[src/logic/cachePackage.sv]
package cachePackage;

	// word address and data word
	localparam int ADDRESS_WIDTH = 8;
	localparam int DATA_WIDTH    = 16;

	// four words per block, four sets
	localparam int OFFSET_WIDTH = 2;
	localparam int INDEX_WIDTH  = 2;

	// MSI line state
	typedef enum logic [1 : 0] {
		INVALID,
		SHARED,
		MODIFIED
	} CoherenceState;

	typedef enum logic [2 : 0] {
		NONE,
		BUS_READ,
		BUS_READ_EXCLUSIVE,
		BUS_WRITEBACK,
		BUS_INVALIDATE
	} BusCommand;

	// one processor access
	typedef struct packed {
		logic                         read;
		logic                         write;
		logic [ADDRESS_WIDTH - 1 : 0] address;
		logic [DATA_WIDTH - 1 : 0]    writeData;
	} CpuRequest;

	typedef struct packed {
		logic                      functionComplete;
		logic [DATA_WIDTH - 1 : 0] readData;
	} CpuResponse;

	// controller to main memory
	typedef struct packed {
		logic                         readEnabled;
		logic                         writeEnabled;
		logic [ADDRESS_WIDTH - 1 : 0] address;
		logic [DATA_WIDTH - 1 : 0]    dataOut;
	} BusAccess;

	// protocol to controller
	typedef struct packed {
		logic          writeBackRequired;
		logic          readExclusiveRequired;
		logic          invalidateRequired;
		CoherenceState stateIn;
	} ProtocolDecision;

endpackage : cachePackage

[src/logic/cpuController.sv]
`timescale 1ns/1ps

module cpuController #(
	parameter int OFFSET_WIDTH = cachePackage::OFFSET_WIDTH,
	parameter int INDEX_WIDTH  = cachePackage::INDEX_WIDTH,
	parameter int TAG_WIDTH    = cachePackage::ADDRESS_WIDTH - cachePackage::OFFSET_WIDTH
		- cachePackage::INDEX_WIDTH,
	parameter int DATA_WIDTH   = cachePackage::DATA_WIDTH
) (
	input  logic                          clock,
	input  logic                          reset,
	input  cachePackage::CpuRequest       request,
	output cachePackage::CpuResponse      response,
	input  cachePackage::ProtocolDecision decision,
	input  logic                          hit,
	input  logic [TAG_WIDTH - 1 : 0]      tagOut,
	input  cachePackage::CoherenceState   stateOut,
	input  logic [DATA_WIDTH - 1 : 0]     cacheData,
	output logic [INDEX_WIDTH - 1 : 0]    index,
	output logic [OFFSET_WIDTH - 1 : 0]   offset,
	output logic [TAG_WIDTH - 1 : 0]      tagIn,
	output logic [DATA_WIDTH - 1 : 0]     fillData,
	output cachePackage::CoherenceState   stateIn,
	output logic                          writeData,
	output logic                          writeTag,
	output logic                          writeState,
	output cachePackage::BusAccess        bus,
	input  logic                          memoryComplete,
	input  logic [DATA_WIDTH - 1 : 0]     memoryData,
	input  logic                          grant,
	input  logic                          isInvalidated,
	output cachePackage::BusCommand       busCommand,
	output logic                          busRequest,
	output logic                          accessEnable
);
	import cachePackage::*;

	typedef enum logic [1 : 0] {
		READ_GRANT_WAIT,
		READ_WAIT_COMPLETE,
		READ_WRITE_DATA,
		READ_WRITE_TAG_STATE
	} ReadState;

	typedef enum logic [1 : 0] {
		EXCLUSIVE_GRANT_WAIT,
		EXCLUSIVE_WAIT_COMPLETE,
		EXCLUSIVE_WRITE_DATA,
		EXCLUSIVE_WRITE_TAG_STATE
	} ReadExclusiveState;

	typedef enum logic [1 : 0] {
		WRITEBACK_GRANT_WAIT,
		WRITEBACK_WAIT_COMPLETE,
		WRITEBACK_WRITE_STATE
	} WriteBackState;

	typedef enum logic {
		INVALIDATE_WAIT_ACK,
		INVALIDATE_WRITE_STATE
	} InvalidateState;

	ReadState                    readState;
	ReadExclusiveState           readExclusiveState;
	WriteBackState               writeBackState;
	InvalidateState              invalidateState;
	logic [OFFSET_WIDTH - 1 : 0] wordCounter;
	logic [TAG_WIDTH - 1 : 0]    masterTag;
	logic                        requestPresent;
	logic                        hitWrite;
	logic                        fillWrite;
	logic                        tagWrite;
	logic                        stateWrite;
	logic                        busReadEnabled;
	logic                        busWriteEnabled;

	assign requestPresent = request.read || request.write;

	assign tagIn    = request.address[OFFSET_WIDTH + INDEX_WIDTH +: TAG_WIDTH];
	assign index    = request.address[OFFSET_WIDTH +: INDEX_WIDTH];
	assign offset   = hit ? request.address[OFFSET_WIDTH - 1 : 0] : wordCounter;
	assign fillData = hit ? request.writeData : memoryData;
	assign stateIn  = (!hit && decision.writeBackRequired) ? INVALID : decision.stateIn;

	// hit writes land on the same edge that completes the access
	assign hitWrite   = requestPresent && hit && !decision.invalidateRequired && request.write;
	assign writeData  = fillWrite || hitWrite;
	assign writeState = stateWrite || hitWrite;
	assign writeTag   = tagWrite;

	// victim tag while draining, request tag while filling
	assign masterTag = decision.writeBackRequired ? tagOut : tagIn;

	always_comb begin
		bus.readEnabled  = busReadEnabled;
		bus.writeEnabled = busWriteEnabled;
		bus.address      = {masterTag, index, wordCounter};
		bus.dataOut      = cacheData;
	end

	always_comb begin
		busCommand = NONE;
		if (requestPresent) begin
			if (hit) begin
				if (decision.invalidateRequired) begin
					busCommand = BUS_INVALIDATE;
				end
			end else if (decision.writeBackRequired) begin
				busCommand = BUS_WRITEBACK;
			end else if (decision.readExclusiveRequired) begin
				busCommand = BUS_READ_EXCLUSIVE;
			end else begin
				busCommand = BUS_READ;
			end
		end
	end

	assign busRequest = busCommand != NONE;

	task readBlock();
		case (readState)
			READ_GRANT_WAIT: begin
				if (grant) begin
					busReadEnabled <= 1'b1;
					readState      <= READ_WAIT_COMPLETE;
				end
			end
			READ_WAIT_COMPLETE: begin
				if (memoryComplete) begin
					fillWrite <= 1'b1;
					readState <= READ_WRITE_DATA;
				end
			end
			READ_WRITE_DATA: begin
				fillWrite      <= 1'b0;
				busReadEnabled <= 1'b0;
				wordCounter    <= wordCounter + 1'b1;
				if (&wordCounter) begin
					tagWrite   <= 1'b1;
					stateWrite <= 1'b1;
					readState  <= READ_WRITE_TAG_STATE;
				end else begin
					readState <= READ_GRANT_WAIT;
				end
			end
			READ_WRITE_TAG_STATE: begin
				tagWrite   <= 1'b0;
				stateWrite <= 1'b0;
				readState  <= READ_GRANT_WAIT;
			end
		endcase
	endtask : readBlock

	task readExclusiveBlock();
		case (readExclusiveState)
			EXCLUSIVE_GRANT_WAIT: begin
				if (grant) begin
					busReadEnabled     <= 1'b1;
					readExclusiveState <= EXCLUSIVE_WAIT_COMPLETE;
				end
			end
			EXCLUSIVE_WAIT_COMPLETE: begin
				if (memoryComplete) begin
					fillWrite          <= 1'b1;
					readExclusiveState <= EXCLUSIVE_WRITE_DATA;
				end
			end
			EXCLUSIVE_WRITE_DATA: begin
				fillWrite      <= 1'b0;
				busReadEnabled <= 1'b0;
				if (&wordCounter) begin
					// ownership needs the acknowledgement of the other caches
					if (isInvalidated) begin
						tagWrite           <= 1'b1;
						stateWrite         <= 1'b1;
						wordCounter        <= wordCounter + 1'b1;
						readExclusiveState <= EXCLUSIVE_WRITE_TAG_STATE;
					end
				end else begin
					wordCounter        <= wordCounter + 1'b1;
					readExclusiveState <= EXCLUSIVE_GRANT_WAIT;
				end
			end
			EXCLUSIVE_WRITE_TAG_STATE: begin
				tagWrite           <= 1'b0;
				stateWrite         <= 1'b0;
				readExclusiveState <= EXCLUSIVE_GRANT_WAIT;
			end
		endcase
	endtask : readExclusiveBlock

	task writeBackBlock();
		case (writeBackState)
			WRITEBACK_GRANT_WAIT: begin
				if (grant) begin
					busWriteEnabled <= 1'b1;
					writeBackState  <= WRITEBACK_WAIT_COMPLETE;
				end
			end
			WRITEBACK_WAIT_COMPLETE: begin
				if (memoryComplete) begin
					busWriteEnabled <= 1'b0;
					wordCounter     <= wordCounter + 1'b1;
					if (&wordCounter) begin
						// line drops to invalid, the refill follows
						stateWrite     <= 1'b1;
						writeBackState <= WRITEBACK_WRITE_STATE;
					end else begin
						writeBackState <= WRITEBACK_GRANT_WAIT;
					end
				end
			end
			WRITEBACK_WRITE_STATE: begin
				stateWrite     <= 1'b0;
				writeBackState <= WRITEBACK_GRANT_WAIT;
			end
			default: begin
				writeBackState <= WRITEBACK_GRANT_WAIT;
			end
		endcase
	endtask : writeBackBlock

	task invalidateBlock();
		case (invalidateState)
			INVALIDATE_WAIT_ACK: begin
				if (grant && isInvalidated) begin
					stateWrite      <= 1'b1;
					invalidateState <= INVALIDATE_WRITE_STATE;
				end
			end
			INVALIDATE_WRITE_STATE: begin
				stateWrite      <= 1'b0;
				invalidateState <= INVALIDATE_WAIT_ACK;
			end
		endcase
	endtask : invalidateBlock

	task serveRequest();
		// toggling keeps a held request from stretching the pulse
		response.functionComplete <= !response.functionComplete;
		response.readData         <= cacheData;
		accessEnable              <= 1'b1;
	endtask : serveRequest

	task controllerReset();
		readState                 <= READ_GRANT_WAIT;
		readExclusiveState        <= EXCLUSIVE_GRANT_WAIT;
		writeBackState            <= WRITEBACK_GRANT_WAIT;
		invalidateState           <= INVALIDATE_WAIT_ACK;
		wordCounter               <= '0;
		fillWrite                 <= 1'b0;
		tagWrite                  <= 1'b0;
		stateWrite                <= 1'b0;
		busReadEnabled            <= 1'b0;
		busWriteEnabled           <= 1'b0;
		response.functionComplete <= 1'b0;
		accessEnable              <= 1'b0;
	endtask : controllerReset

	always_ff @(posedge clock) begin
		if (reset) begin
			controllerReset();
		end else begin
			response.functionComplete <= 1'b0;
			accessEnable              <= 1'b0;
			if (requestPresent) begin
				if (hit) begin
					if (decision.invalidateRequired) begin
						invalidateBlock();
					end else begin
						serveRequest();
					end
				end else if (decision.writeBackRequired) begin
					writeBackBlock();
				end else if (decision.readExclusiveRequired) begin
					readExclusiveBlock();
				end else begin
					readBlock();
				end
			end
		end
	end

	// idle processor means an idle bus
	assert property (@(posedge clock) disable iff (reset)
		!(request.read || request.write) |->
			busCommand == NONE && !bus.readEnabled && !bus.writeEnabled);

	assert property (@(posedge clock) disable iff (reset)
		!(bus.readEnabled && bus.writeEnabled));

	// Memory is only ever written from a dirty line of the store.
	assert property (@(posedge clock) disable iff (reset)
		bus.writeEnabled |-> stateOut == MODIFIED);

endmodule : cpuController

[config.mk]
export PLATFORM = sky130hd
export DESIGN_NAME = cpuController
export DESIGN_NICKNAME = d
export VERILOG_FILES = /design/src/logic/cachePackage.sv /design/src/logic/cpuController.sv
export SDC_FILE = /design/constraint.sdc
export NUM_CORES = 1
export LEC_CHECK = 0
export BUFFER_PORTS_ARGS = -buffer_cell sky130_fd_sc_hd__clkbuf_2
export CELL_PAD_IN_SITES_DETAIL_PLACEMENT = 1
export CELL_PAD_IN_SITES_GLOBAL_PLACEMENT = 1
export CORE_ASPECT_RATIO = 2
export CORE_MARGIN = 8
export CORE_UTILIZATION = 28
export CTS_BUF_LIST = sky130_fd_sc_hd__clkbuf_8 sky130_fd_sc_hd__clkbuf_16
export DETAILED_ROUTE_END_ITERATION = 8
export HOLD_SLACK_MARGIN = 0.12
export PLACE_DENSITY = 0.79
export SLEW_MARGIN = 10
export SYNTH_ARGS = -nofsm -noshare
export SYNTH_HDL_FRONTEND = slang
export SYNTH_SLANG_ARGS = --single-unit
[constraint.sdc]
create_clock -name clock -period 2.3 [get_ports clock]
set_input_delay 0.115 -clock clock [delete_from_list [all_inputs] [get_ports clock]]
set_output_delay 0.115 -clock clock [all_outputs]
set_load 0.05 [all_outputs]
==> impl_metrics.csv <==
group,metric,value,unit
route,first_iter_violations,46,
logic_synthesis,synth_edf_count,16,
critical_path,worstPathArrival,1.86,ns
route,drcViolationCount,0,
global_route,grt_pass1_wl,11.8,mm
critical_path,timing_worst_setup_path_type,"register to register",
critical_path,regToRegSetupSlack,0.65,ns
logic_synthesis,ys_warn_count,0,
logic_synthesis,synth.distinct_cells,48,
global_route,grt-ovfl-total,0,
cts,tritoncts,"yes",
layout,drive_above_1_share,55.6,%
logic_synthesis,ys.flop_type,"edfxtp_1",
floorplan,die_h,137,um
sta,max_freq,0.605,GHz
sta,setup_viol,0,
floorplan,rows,44,
cts,clk_pin_slew,0.06,ns
cts,cts_sinks,32,
sta,finalHoldViolCount,0,
route,vias,2012,
layout,final_nets,409,
layout,layout_commonest_cell,"clkbuf_2",
sta,skew,0.00509,ns
logic_synthesis,synth_cells,200,
placement,dp_hpwl,5.86,mm
placement,io_buffer_count,143,
logic_synthesis,async_flop_share,0,%
route,first_pass_iters,4,
logic_synthesis,synth-seq-cells,32,
hold_path,min_from,"decision[2]",
cts,clockBufferDepth,2,
global_route,grt_usage,14.1,%
cts,cts_root_buf,"clkbuf_16",
floorplan,ios,152,
power,leakage,1.38,nW
cts,cts_hold_buffers,16,
cts,cts_max_level,2,
hold_path,whs_path_depth,3,
critical_path,worstSetupStartpointType,"register",
sta,finalSetupTns,0,ns
sta,worst_pin_slew,0.551,ns
hold_path,hold_end,"response[16]",
floorplan,core-area,0.00716,mm^2
critical_path,r2r_start,"wordCounter[0]",
cts,cts_buffers,5,
critical_path,worstReg2RegEnd,"wordCounter[1]",
hold_path,hp-class,"primary input to register",
logic_synthesis,synthesis.nets,279,
power,ir_drop,252,uV
layout,final_cell_mix,"143 x clkbuf_2, 22 x mux2_2, 16 x dfxtp_1, 16 x dlygate4sd3_1, 16 x edfxtp_1",
sta,maxSlewViolCount,0,
route,wl_per_cell,17.6,um
sta,min_period,1.65,ns
floorplan,die_w,76.4,um
layout,area_growth,44.8,%
run,max_cap_viol_count,0,
floorplan,initial_core_util,28.6,%
layout,nFillCells,882,
cts,post_cts_buffers,0,
route,totalWireLength,7.42,mm
route,vias_per_cell,4.76,
logic_synthesis,syn_area_per_cell,10.2,um^2
critical_path,r2r_cells,5,
critical_path,required,2.51,ns
sta,finalHoldWorstSlack,0.218,ns
cts,cts-resized-gates,0,
logic_synthesis,seq_area_frac_synth,39.1,%
global_route,grt_pass1_vias,2360,
critical_path,crit_fanout,7,
global_route,grt_max_degree,27,
sta,grt_setup_unrepaired,"false",
route,postRouteAntennaNets,0,
placement,place_congestion,0.839,
critical_path,end_kind,"register",
sta,finalCritPeriodShare,71.8,%
status,status,"complete, no violations",
global_route,grt_antenna_before_repair,0,
sta,slew_headroom,63.2,%
cts,worst_skew_pair.late_latency,0.28,ns
floorplan,die-area,0.0105,mm^2
power,pwr_density_cell,662,mW/mm^2
layout,antenna_cells_inserted,0,
logic_synthesis,syn-cell-area,0.00205,mm^2
[stage by stage]
stage               cells  cell area (um^2)  worst slack [ns]  power, mW  utilization (%)
global placement      399              2630             0.736       1.18             36.8
CTS                   423              2960             0.625       1.99             41.4
global route          423              2960             0.443       2.03             41.4
detailed placement    399              2630             0.643       1.19             36.8
finish                423              2960             0.648       1.96             41.4
floorplan             200              2050             0.431       1.07                -
[how the worst max path moves through the flow]
stage / start / end / slack (ns) / cells past startpoint
after floorplan: reset / response[0] / 0.43 / 2
after global placement: wordCounter[0] / stateWrite / 0.74 / 5
after detailed placement: wordCounter[0] / wordCounter[0] / 0.64 / 5
after CTS: wordCounter[0] / wordCounter[1] / 0.62 / 5
after global routing: wordCounter[0] / wordCounter[0] / 0.44 / 5
final: wordCounter[0] / wordCounter[1] / 0.65 / 5
[flip-flops by register name, indices dropped and copies added (netlist names), 2 cells and up]
| name | cells |
|---|---|
| response | 17 |
| readExclusiveState | 2 |
| wordCounter | 2 |
| writeBackState | 2 |
| readState | 2 |
[power by group]
part           internal, mW  switching [mW]
clock                 0.508           0.254
sequential            0.621          0.0123
combinational         0.167           0.398
total                  1.30           0.664
[layout make-up]
type | instances | area (um^2) | share of cell area, %
Clock buffer | 5 | 125 | 4.22
Clock inverter | 3 | 42.5 | 1.44
Inverter | 7 | 26.3 | 0.887
Multi-Input combinational cell | 124 | 968 | 32.7
Sequential cell | 32 | 801 | 27.0
Tap cell | 92 | 115 | 3.89
Timing Repair Buffer | 160 | 883 | 29.8
[layer usage]
layer | part of all wire, % | wire, um | track usage [%] | vias up
li1 | - | - | - | 949
met1 | 38 | 2800 | 14.0 | 928
met2 | 50 | 3730 | 25.0 | 126
met3 | 10 | 770 | 6.71 | 9
met4 | 1.6 | 121 | 5.50 | 0
met5 | 0 | 0 | 0 | -
[synthesized netlist by cell type, types with 2 or more instances]
cell / n / area, um^2
nor2_1: 13 / 48.8
inv_1: 7 / 26.3
clkbuf_1: 3 / 11.3
a31oi_1: 2 / 12.5
a21oi_1: 15 / 75.1
nand2b_1: 5 / 31.3
o21ai_0: 5 / 25.0
nor2b_1: 6 / 37.5
and2_1: 3 / 18.8
edfxtp_1: 16 / 480
mux2i_1: 5 / 50.1
nand2_1: 6 / 22.5
buf_2: 6 / 30.0
a211oi_1: 3 / 22.5
dfxtp_1: 16 / 320
mux2_2: 22 / 248
nor3_1: 3 / 15.0
buf_4: 27 / 203
a21o_2: 2 / 17.5
or3_1: 4 / 25.0
ha_1: 4 / 50.1
[worst max-delay path, cell delays in order, from the launching register on]
cell	delay [ns]
dfxtp_1	0.41
ha_1	0.33
nand2b_1	0.09
a211oi_1	0.42
o21ai_0	0.16
a21oi_1	0.17
[kinds of logic after synthesis]
kind of cell	share of synthesized area, %
compound gates	15.8
mux	15.1
xor+xnor	0.856
flops	39.1
fa+ha+maj	2.45
simple gates	12.8
buf+inv	13.8
Note: power is estimated with default switching activity, not from simulation.
