--- config.mk ---
export PLATFORM = sky130hd
export DESIGN_NAME = cacheStore
export DESIGN_NICKNAME = d
export VERILOG_FILES = /design/src/logic/cachePackage.sv /design/src/logic/cacheStore.sv
export SDC_FILE = /design/constraint.sdc
export NUM_CORES = 1
export LEC_CHECK = 0
export ABC_AREA = 1
export BUFFER_PORTS_ARGS = -buffer_cell sky130_fd_sc_hd__clkbuf_2
export CAP_MARGIN = 20
export CORE_ASPECT_RATIO = 2
export CORE_MARGIN = 4
export CORE_UTILIZATION = 60
export CTS_BUF_LIST = sky130_fd_sc_hd__clkbuf_8
export DETAILED_ROUTE_END_ITERATION = 10
export PLACE_DENSITY = 0.78
export REMOVE_ABC_BUFFERS = 1
export SYNTH_ARGS = -nofsm -noshare
export SYNTH_HDL_FRONTEND = slang
export SYNTH_SLANG_ARGS = --single-unit
--- constraint.sdc ---
create_clock -name clock -period 3.05 [get_ports clock]
set_clock_uncertainty 0.15 [all_clocks]
set_input_delay 0.915 -clock clock [delete_from_list [all_inputs] [get_ports clock]]
set_output_delay 0.915 -clock clock [all_outputs]
set_load 0.03 [all_outputs]
--- src/logic/cachePackage.sv ---
package cachePackage;

	// word address and data word
	localparam int ADDRESS_WIDTH = 8;
	localparam int DATA_WIDTH    = 16;

	// four words per block, four sets
	localparam int OFFSET_WIDTH = 2;
	localparam int INDEX_WIDTH  = 2;

	// MSI line state
	typedef enum logic [1 : 0] {
		INVALID,
		SHARED,
		MODIFIED
	} CoherenceState;

	typedef enum logic [2 : 0] {
		NONE,
		BUS_READ,
		BUS_READ_EXCLUSIVE,
		BUS_WRITEBACK,
		BUS_INVALIDATE
	} BusCommand;

	// one processor access
	typedef struct packed {
		logic                         read;
		logic                         write;
		logic [ADDRESS_WIDTH - 1 : 0] address;
		logic [DATA_WIDTH - 1 : 0]    writeData;
	} CpuRequest;

	typedef struct packed {
		logic                      functionComplete;
		logic [DATA_WIDTH - 1 : 0] readData;
	} CpuResponse;

	// controller to main memory
	typedef struct packed {
		logic                         readEnabled;
		logic                         writeEnabled;
		logic [ADDRESS_WIDTH - 1 : 0] address;
		logic [DATA_WIDTH - 1 : 0]    dataOut;
	} BusAccess;

	// protocol to controller
	typedef struct packed {
		logic          writeBackRequired;
		logic          readExclusiveRequired;
		logic          invalidateRequired;
		CoherenceState stateIn;
	} ProtocolDecision;

endpackage : cachePackage

--- src/logic/cacheStore.sv ---
`timescale 1ns/1ps

module cacheStore #(
	parameter int OFFSET_WIDTH = cachePackage::OFFSET_WIDTH,
	parameter int INDEX_WIDTH  = cachePackage::INDEX_WIDTH,
	parameter int TAG_WIDTH    = cachePackage::ADDRESS_WIDTH - cachePackage::OFFSET_WIDTH
		- cachePackage::INDEX_WIDTH,
	parameter int DATA_WIDTH   = cachePackage::DATA_WIDTH
) (
	input  logic                        clock,
	input  logic                        reset,
	input  logic [INDEX_WIDTH - 1 : 0]  index,
	input  logic [OFFSET_WIDTH - 1 : 0] offset,
	input  logic [TAG_WIDTH - 1 : 0]    tagIn,
	input  logic [DATA_WIDTH - 1 : 0]   dataIn,
	input  cachePackage::CoherenceState stateIn,
	input  logic                        writeData,
	input  logic                        writeTag,
	input  logic                        writeState,
	output logic                        hit,
	output logic [TAG_WIDTH - 1 : 0]    tagOut,
	output logic [DATA_WIDTH - 1 : 0]   dataOut,
	output cachePackage::CoherenceState stateOut
);
	import cachePackage::*;

	localparam int SET_COUNT   = 2 ** INDEX_WIDTH;
	localparam int BLOCK_WORDS = 2 ** OFFSET_WIDTH;

	logic [DATA_WIDTH - 1 : 0] dataArray [SET_COUNT][BLOCK_WORDS];
	logic [TAG_WIDTH - 1 : 0]  tagArray [SET_COUNT];
	CoherenceState             stateArray [SET_COUNT];

	// every line starts out invalid
	always_ff @(posedge clock) begin
		if (reset) begin
			for (int set = 0; set < SET_COUNT; set++) begin
				stateArray[set] <= INVALID;
			end
		end else if (writeState) begin
			stateArray[index] <= stateIn;
		end
	end

	always_ff @(posedge clock) begin
		if (writeTag) begin
			tagArray[index] <= tagIn;
		end
	end

	always_ff @(posedge clock) begin
		if (writeData) begin
			dataArray[index][offset] <= dataIn;
		end
	end

	assign tagOut   = tagArray[index];
	assign stateOut = stateArray[index];
	assign dataOut  = dataArray[index][offset];

	// tag compare only counts on a valid line
	assign hit = stateOut != INVALID && tagOut == tagIn;

	// a new tag never lands without its state
	assert property (@(posedge clock) disable iff (reset)
		writeTag |-> writeState);

endmodule : cacheStore

==> results.ini, run 1 <==
[place]
dpl_worst_slack_ps = -286.7
place.gp.congestion = 0.8341
numPortBuffers = 53
dpl_cell_area_um2 = 11820
placed_cells = 1133
dp_hpwl_um = 16260

[grt]
antenna_found_initial = 0
grt_pass1_vias = 7606
grt_pass1_wl_um = 42970
grt_use_total = 0.2913
grt_max_degree = 28
grt_overflow = 0

[setup_path]
crit_family = buffers and inverters
critical_path.slowest_cell = clkbuf_8
critPathMostFrequentCell = buf_8
endpoint_kind = output port
worstPathRequired_ps = 1980
path_class = in2out
max_stage_delay_ps = 180
cp.buffers_inverters = 5
cp-start-kind = input pin
cp_max_fo = 5
path_cells = buf_8, buf_6, nor2_4, buf_8, buf_12, nand2_4, nand2_2, nor2_2, nand2_1, nand3_1, nor2_1, clkbuf_8
arrival_ps = 2200

[hold_path]
hp-class = in2reg
min_from = tagIn[2]
min_path_cells = 1
hold_path_end = tagArray[2][2]

[routing]
drt-total-wl_um = 29490
post_drt_wl_per_cell_um = 24.21
drcViolationCount = 0
num_vias = 7612
via_per_inst = 6.250
detail_route.first_pass.iterations = 5
drt_iter0_drc = 806
ant_nets = 0

[sta]
maxClockFrequency_mhz = 306.6
worst-slew-pin-transition_ps = 481.2
finalCritPeriodShare = 1.069
setup_tns_ps = -2680
finalHoldViolations = 0
drv_slew = 0
setup_ws_ps = -212.0
setup_violations = 19
worst_slew_margin_rel = 0.6780
holdWs_ps = 515.0
period_needed_ps = 3262
rsz0062_at_grt = true

[floorplan]
rows = 69
core_area_um2 = 17780
initial_core_util = 0.6095
fp.dieW_um = 103.0
fp.dieH_um = 198.1
dieArea_um2 = 20410
io_pins = 54

[pwr]
leakagePower_nw = 4.857
p_per_area_nw_per_um2 = 563.8
irDropWorstVdd_v = 0.0003779
pwr-share-comb = 0.101
clkPwrFrac = 0.318
power_switching_mw = 1.755
p_total_mw = 7.495
switching_share = 0.2342
p_seq_frac = 0.581
p_int_mw = 5.739

[clocking]
clockBufferDepth = 3
clk_pin_slew_worst_paths_ps = 70
cts_tree = built
cts-buffers-inserted = 37
clock_sinks = 280
cts-htree-levels = 2
holdBufCountCts = 0
clock-root-buffer = clkbuf_8

[job]
drv_cap = 0

[final_layout]
finalNetCount = 1016
seq_area_um2 = 8408
syn2layout_area_growth_pct = 22.64
fillCellCount = 1003
multiInputGateArea_um2 = 2330
design_area_um2 = 13290
stdcell_count = 1218
final_core_util = 0.7474
diodes = 0
final_layout_size_suffix_gt1_frac = 0.2358

[run_status]
violations = negative setup slack
status = complete, but fails checks

[yosys]
yosysWarnings = 0
synth_cells = 842
synthDistinctLibCells = 20
postSynthAreaPerCell_um2 = 12.87
ys_seq_area_frac = 0.7757
synth_area_um2 = 10840
ys_seq_elements = 280

-- power by group through the flow --
stage          Sequential [mW]  Combinational (mW)  Clock, mW
2_1_floorplan             4.43               0.284          0
3_3_place_gp              4.43               0.553          0
3_5_place_dp              4.43               0.568          0
4_1_cts                   4.35               0.725       2.39
5_1_grt                   4.36               0.797       2.56
6_report                  4.35               0.757       2.39
-- state kept, by name (all words and copies together) (netlist names) --
signal	flops
stateArray	8
tagArray	16
dataArray	256
-- logic make-up (layout without fill, tap and decap cells) --
group | after synthesis | count (layout) | share of synthesized area
flops | 280 | 280 | 0.7757
compound gates | 4 | 4 | 0.001846
buf+inv | 52 | 215 | 0.02528
simple gates | 506 | 506 | 0.1972
-- cell usage in the layout, fill, tap and decap left out, drive strengths merged --
cell type,instances
nand2,383
nand4,80
edfxtp,280
nand3b,2
o21ai,3
clkbuf,89
nor2,37
buf,86
nand3,4
inv,30
clkinv,10
a21oi,1
-- cell usage after synthesis --
library cell,count,area (µm²)
nand2_1,382,1434
edfxtp_1,280,8408
nand4_1,80,500.5
nor2_1,34,127.6
buf_2,15,75.07
inv_1,13,48.80
clkbuf_1,8,30.03
buf_6,6,67.56
buf_4,4,30.03
inv_2,4,15.01
nand3_1,4,20.02
nand3b_1,2,15.01
nor2_4,2,22.52
o21ai_0,2,10.01
a21oi_1,1,5.000
buf_1,1,3.750
clkinv_1,1,3.750
nand2_4,1,11.26
nor2_2,1,6.260
o21ai_1,1,5.000
-- worst max-delay path by stage --
| stage | startpoint | end | slack, ps | cells past startpoint |
|---|---|---|---|---|
| 2_1_floorplan | index[0] | hit | -1010 | 8 |
| 3_3_place_gp | index[0] | hit | -250 | 11 |
| 3_5_place_dp | index[0] | dataOut[3] | -290 | 9 |
| 4_1_cts | index[1] | dataOut[10] | -180 | 11 |
| 5_1_grt | index[1] | hit | -260 | 12 |
| 6_report | index[1] | hit | -210 | 12 |
-- final cells by class --
cell class | count | area share
multi-input cells | 510 | 0.1753
inverters | 18 | 0.005836
clock inverters | 22 | 0.006306
clock buffers | 37 | 0.03831
well taps | 213 | 0.02005
repair buffers | 138 | 0.1217
flip-flops and latches | 280 | 0.6325
-- layer usage --
metal  wire [µm]  share of wire  track usage
met1        9305           0.32       0.3335
met2       15600           0.53       0.5011
met3        2430          0.082      0.03914
met4        2150          0.073       0.1859
met5           0              0            0
-- repair_timing --
action,4_1_cts,5_1_grt
endpoints found under the hold margin,0,0
gates cloned,12,3
setup buffers,13,4
gates resized for setup,79,40
setup endpoints to repair,22,21
pin swaps,24,45
Note: power is estimated with default switching activity, not from simulation.
==> inputs of run 2 (changes only) <==
--- a/config.mk
+++ b/config.mk
@@ -9,7 +9,7 @@
 export BUFFER_PORTS_ARGS = -buffer_cell sky130_fd_sc_hd__clkbuf_2
 export CAP_MARGIN = 20
 export CORE_ASPECT_RATIO = 2
-export CORE_MARGIN = 4
+export CORE_MARGIN = 2
 export CORE_UTILIZATION = 60
 export CTS_BUF_LIST = sky130_fd_sc_hd__clkbuf_8
 export DETAILED_ROUTE_END_ITERATION = 10
==> run 2 against run 1 <==
The flow still finishes with violations (negative setup slack). Non-clock buffer count decreased by 2. Via count fell by 4.8%. Sequential share of layout area is 0.13 points higher. Wire length decreased by 7.0%. Sequential power hardly changed. Largest power group unchanged. Highest routed layer unchanged.
==> results.ini, run 2 (synthesized netlist as in run 1, its figures left out) <==
[final_layout]
final_common_cell = nand2_1
finalNetCount = 1012  ; -0.39%
largest_reg_flops = 256  ; unchanged
stdcell_count = 1216  ; -0.16%
final_cell_mix = 356 x nand2_1, 280 x edfxtp_1, 80 x nand4_1
multiInputGateArea_um2 = 2295  ; -1.5%
diodes = 0  ; unchanged
seq_area_um2 = 8408  ; unchanged
final_layout_size_suffix_gt1_frac = 0.2343  ; -0.001524
syn2layout_area_growth_pct = 22.38
top_register = dataArray
fillCellCount = 982  ; -2.1%
reg.largest.list = dataArray x256, tagArray x16, stateArray x8

[routing]
detail_route.first_pass.iterations = 6  ; +1
post_drt_wl_per_cell_um = 22.56  ; -6.8%
drt_iter0_drc = 851  ; +5.6%
num_vias = 7250  ; -4.8%
ant_nets = 0  ; unchanged
drt-total-wl_um = 27430  ; -7.0%
via_per_inst = 5.962  ; -4.6%
drcViolationCount = 0  ; unchanged

[place]
place.gp.congestion = 0.8415  ; +0.89%
placed_cells = 1136  ; +0.26%
dp_hpwl_um = 14980  ; -7.8%
numPortBuffers = 53  ; unchanged

[clocking]
clock_sinks = 280  ; unchanged
cts_tree = built
clock-root-buffer = clkbuf_8
clockBufferDepth = 3  ; unchanged
cts-htree-levels = 2  ; unchanged
clk_pin_slew_worst_paths_ps = 70  ; about the same
holdBufCountCts = 0  ; unchanged
cts-buffers-inserted = 35  ; -5.4%

[run_status]
status = complete, but fails checks
violations = negative setup slack

[grt]
grt_pass1_wl_um = 40980  ; -4.6%
grt_use_total = 0.2891  ; -0.002169
grt_overflow = 0  ; unchanged
grt_max_degree = 36  ; +29%
antenna_found_initial = 0  ; unchanged
grt_pass1_vias = 7391  ; -2.8%

[floorplan]
rows = 69  ; unchanged
io_pins = 54  ; unchanged
fp.dieW_um = 99.04  ; -3.9%
dieArea_um2 = 19220  ; -5.8%
core_area_um2 = 17700  ; -0.49%
initial_core_util = 0.6124  ; +0.002973
fp.dieH_um = 194.1  ; -2.0%

[pwr]
p_per_area_nw_per_um2 = 558.8  ; -0.89%
irDropWorstVdd_v = 0.0005517  ; +46%
leakagePower_nw = 4.810  ; -0.95%
p_total_mw = 7.412  ; -1.1%

[sta]
drv_slew = 0  ; unchanged
setup_ws_ps = -313.7  ; -101.7 ps
finalHoldViolations = 0  ; unchanged
rsz0062_at_grt = true
worst_slew_margin_rel = 0.6848  ; +0.006850
setup_violations = 18  ; -1
finalCritPeriodShare = 1.103  ; +0.03335
worst-slew-pin-transition_ps = 471.0  ; -10.24 ps
maxClockFrequency_mhz = 297.3  ; -3.0%
period_needed_ps = 3364  ; +101.7 ps

[setup_path]
endpoint_kind = output port
arrival_ps = 2300  ; +100 ps
worstPathRequired_ps = 1980  ; about the same
cp-start-kind = input pin
path_class = in2out
cp_max_fo = 10  ; +5

[hold_path]
hp-class = in2reg

[job]
drv_cap = 0  ; unchanged

-- run 2: cell types whose count changed in the layout (fill, tap and decap cells not counted), sizes merged --
cell,before,now
buf,86,82
inv,30,27
clkinvlp,0,1
clkinv,10,14
-- run 2: per-layer routing --
| layer | GRT usage | vias up | part of all wire |
|---|---|---|---|
| met1 | 0.3327 | 3410 | 0.31 |
| met3 | 0.04001 | 116 | 0.098 |
| li1 | - | 3242 | - |
| met4 | 0.1487 | 0 | 0.052 |
| met2 | 0.5168 | 482 | 0.54 |
| met5 | 0 | - | 0 |
-- run 2: area by class of cell --
cell class,count,share of cell area
clock buffers,35,0.03631
clock inverters,24,0.007640
inverters,18,0.006225
multi-input cells,510,0.1730
flip-flops and latches,280,0.6338
well taps,213,0.02009
repair buffers,136,0.1229
-- run 2: metrics by stage --
step	utilization	cell area (µm²)	setup TNS (ps)	setup slack (ps)	hold slack, ps
finish	0.7495	13270	-2458	-313.7	519.4
global route	0.7495	13270	-3452	-320.7	501.7
CTS	0.7441	13170	-2030	-147.3	501.1
detailed placement	0.6771	11980	-4584	-296.9	1042
global placement	0.6771	11980	-4447	-314.5	1016
floorplan	-	10630	-68680	-1010	863.9
-- run 2: path summary, 6_finish.rpt --
kind,from,to,slack (ps),depth (start not counted)
setup / recovery,index[0],dataOut[7],-310,10
hold / removal,tagIn[1],tagArray[3][1],520,1
-- run 2: power by group --
part | leakage, nW | internal [mW] | switching (mW) | total (mW)
clock network | 0.339 | 1.07 | 1.26 | 2.33
registers | 2.54 | 4.33 | 0.0237 | 4.35
logic | 1.93 | 0.291 | 0.441 | 0.732
-- run 2: what timing repair did --
action,CTS,global route
setup endpoints to repair,19,19
gates resized for setup,83,20
setup buffers,11,3
pin swaps,27,18
gates cloned,6,4
-- run 2: worst max-delay path: stages --
cell	delay, ps
clkbuf_16	150
inv_6	60
nor2_4	30
buf_12	140
buf_12	140
nand2_1	80
nand4_1	160
nand2_1	170
nand4_1	210
clkbuf_8	240
==> inputs of run 3 (changes only) <==
--- a/config.mk
+++ b/config.mk
@@ -10,10 +10,9 @@
 export CAP_MARGIN = 20
 export CORE_ASPECT_RATIO = 2
 export CORE_MARGIN = 2
-export CORE_UTILIZATION = 60
+export CORE_UTILIZATION = 41
 export CTS_BUF_LIST = sky130_fd_sc_hd__clkbuf_8
 export DETAILED_ROUTE_END_ITERATION = 10
-export PLACE_DENSITY = 0.78
 export REMOVE_ABC_BUFFERS = 1
 export SYNTH_ARGS = -nofsm -noshare
 export SYNTH_HDL_FRONTEND = slang
==> run 3 against run 2 <==
The flow still finishes with violations (negative setup slack). Non-clock buffer count rose by 5. Power rose by 4.7%. Maximum frequency rose by 4.7%. Combinational power rose by 4.1%. Clock power rose by 14%. First-iteration DRC count fell by 27%. Setup slack improved by 150 ps. Critical path depth rose by 1. Largest cell class unchanged. Largest power group unchanged.
==> results.ini, run 3 (synthesized netlist as in run 1, its figures left out) <==
[place]
numPortBuffers = 53  ; unchanged
placed_cells = 1261  ; +11%
place.gp.congestion = 0.7709  ; -8.4%
dp_hpwl_um = 15670  ; +4.6%
dpl_worst_slack_ps = -349.6  ; -52.71 ps

[final_layout]
final_core_util = 0.5242  ; -0.2253
fillCellCount = 2201  ; +120%
largest_reg_flops = 256  ; unchanged
final_cell_mix = 332 x nand2_1, 280 x edfxtp_1, 80 x nand4_1
final_common_cell = nand2_1
top_register = dataArray
stdcell_count = 1356  ; +12%
final_layout_size_suffix_gt1_frac = 0.2631  ; +0.02881
syn2layout_area_growth_pct = 26.57
finalNetCount = 1019  ; +0.69%
reg.largest.list = dataArray x256, tagArray x16, stateArray x8

[sta]
worst-slew-pin-transition_ps = 462.7  ; -8.334 ps
drv_slew = 0  ; unchanged
maxClockFrequency_mhz = 311.4  ; +4.7%
period_needed_ps = 3211  ; -152.2 ps
rsz0062_at_grt = true
worst_slew_margin_rel = 0.6904  ; +0.005577
setup_violations = 17  ; -1
finalCritPeriodShare = 1.053  ; -0.04991
finalHoldViolations = 0  ; unchanged
setup_ws_ps = -161.5  ; +152.2 ps

[floorplan]
initial_core_util = 0.4142  ; -0.1983
core_area_um2 = 26170  ; +48%
fp.dieH_um = 233.9  ; +21%
io_pins = 54  ; unchanged
dieArea_um2 = 27830  ; +45%
rows = 84  ; +22%
fp.dieW_um = 119.0  ; +20%

[run_status]
status = complete, but fails checks
violations = negative setup slack

[pwr]
p_seq_frac = 0.561  ; -0.026
irDropWorstVdd_v = 0.0002802  ; -49%
p_per_area_nw_per_um2 = 565.5  ; +1.2%
pwr-share-comb = 0.098  ; about the same
power_switching_mw = 1.800  ; +4.4%
switching_share = 0.2320  ; -0.0005224
clkPwrFrac = 0.341  ; +0.026
p_int_mw = 5.959  ; +4.7%
leakagePower_nw = 4.969  ; +3.3%

[routing]
drcViolationCount = 0  ; unchanged
drt_iter0_drc = 617  ; -27%
post_drt_wl_per_cell_um = 21.28  ; -5.7%
num_vias = 7114  ; -1.9%
detail_route.first_pass.iterations = 5  ; -1
ant_nets = 0  ; unchanged
drt-total-wl_um = 28850  ; +5.2%
via_per_inst = 5.246  ; -12%

[grt]
antenna_found_initial = 0  ; unchanged
grt_use_total = 0.2060  ; -0.08306
grt_overflow = 0  ; unchanged
grt_max_degree = 35  ; -2.8%
grt_pass1_vias = 7028  ; -4.9%
grt_pass1_wl_um = 41830  ; +2.1%

[setup_path]
path_class = in2out
critical_path.slowest_cell = clkbuf_8
worstPathRequired_ps = 1980  ; about the same
path_cells = clkbuf_16, clkinv_8, nor2_4, buf_6, buf_12, buf_12, nand2_2, nand4_1, nand2_1, nand4_1, clkbuf_8
max_stage_delay_ps = 190  ; -50 ps
endpoint_kind = output port
cp_max_fo = 6  ; -4
cp-start-kind = input pin
arrival_ps = 2150  ; -150 ps

[clocking]
cts_tree = built
clockBufferDepth = 3  ; unchanged
clk_pin_slew_worst_paths_ps = 60  ; about the same
holdBufCountCts = 0  ; unchanged
clock-root-buffer = clkbuf_8
clock_sinks = 280  ; unchanged
cts-htree-levels = 2  ; unchanged
cts-buffers-inserted = 37  ; +5.7%

[hold_path]
hp-class = in2reg
hold_path_end = tagArray[2][0]
min_path_cells = 1  ; unchanged
min_from = tagIn[0]

[job]
drv_cap = 0  ; unchanged

run 3: changes by cell type in the layout (fill, tap and decap cells not counted), sizes merged:
cell	delta
bufinv	+2
clkinv	-4
buf	+6
clkbuf	+2
inv	+2
diode	+1
run 3: critical path, delay by kind of cell:
family                 cells  cell delay, ps
buffers and inverters      6             780
AND/OR/NAND/NOR            5             430
run 3: worst max-delay path by stage:
stage	from	to	slack, ps	depth (start not counted)
after floorplan	index[0]	hit	-1010	8
after global placement	index[0]	hit	-330	11
after detailed placement	index[1]	hit	-350	11
after CTS	index[1]	dataOut[1]	-150	11
after global routing	index[1]	dataOut[0]	-210	11
final	index[1]	dataOut[1]	-160	11
run 3: repair_timing:
item,in CTS,in global routing
cloned,13,3
setup buffers,13,4
pin swaps,36,53
gates resized for setup,94,44
setup endpoints to repair,21,19
run 3: power by group through the flow:
stage	sequential [mW]	clock [mW]	combinational (mW)
after global routing	4.35	2.84	0.811
after CTS	4.35	2.69	0.735
after floorplan	4.43	0	0.284
after global placement	4.43	0	0.562
final	4.35	2.65	0.762
after detailed placement	4.43	0	0.568
run 3: layout make-up:
cell class / count / area (µm²) / share of cell area
sequential: 280 / 8408 / 0.6129
multi-input combinational: 510 / 2394 / 0.1745
timing repair buffer: 141 / 1718 / 0.1252
clock buffer: 38 / 523.0 / 0.03812
tap: 344 / 430.4 / 0.03137
clock inverter: 24 / 151.4 / 0.01104
inverter: 18 / 92.59 / 0.006749
antenna: 1 / 2.502 / 0.0001824
run 3: stage by stage:
stage | cell area [µm²] | hold WS, ps | setup TNS (ps) | power, mW
after floorplan | 10630 | 863.9 | -68680 | 4.709
after global placement | 11960 | 1022 | -5212 | 4.989
after detailed placement | 11960 | 1030 | -5348 | 4.996
after CTS | 13490 | 463.2 | -1994 | 7.772
after global routing | 13720 | 476.1 | -2981 | 8.005
final | 13720 | 484.4 | -2037 | 7.759
run 3: routing by layer:
layer	wire length [µm]	global-route usage	vias up
met3	1813	0.02845	68
met1	10540	0.2402	3519
li1	-	-	3265
met5	0	0	-
met2	15350	0.3727	262
met4	1149	0.09784	0
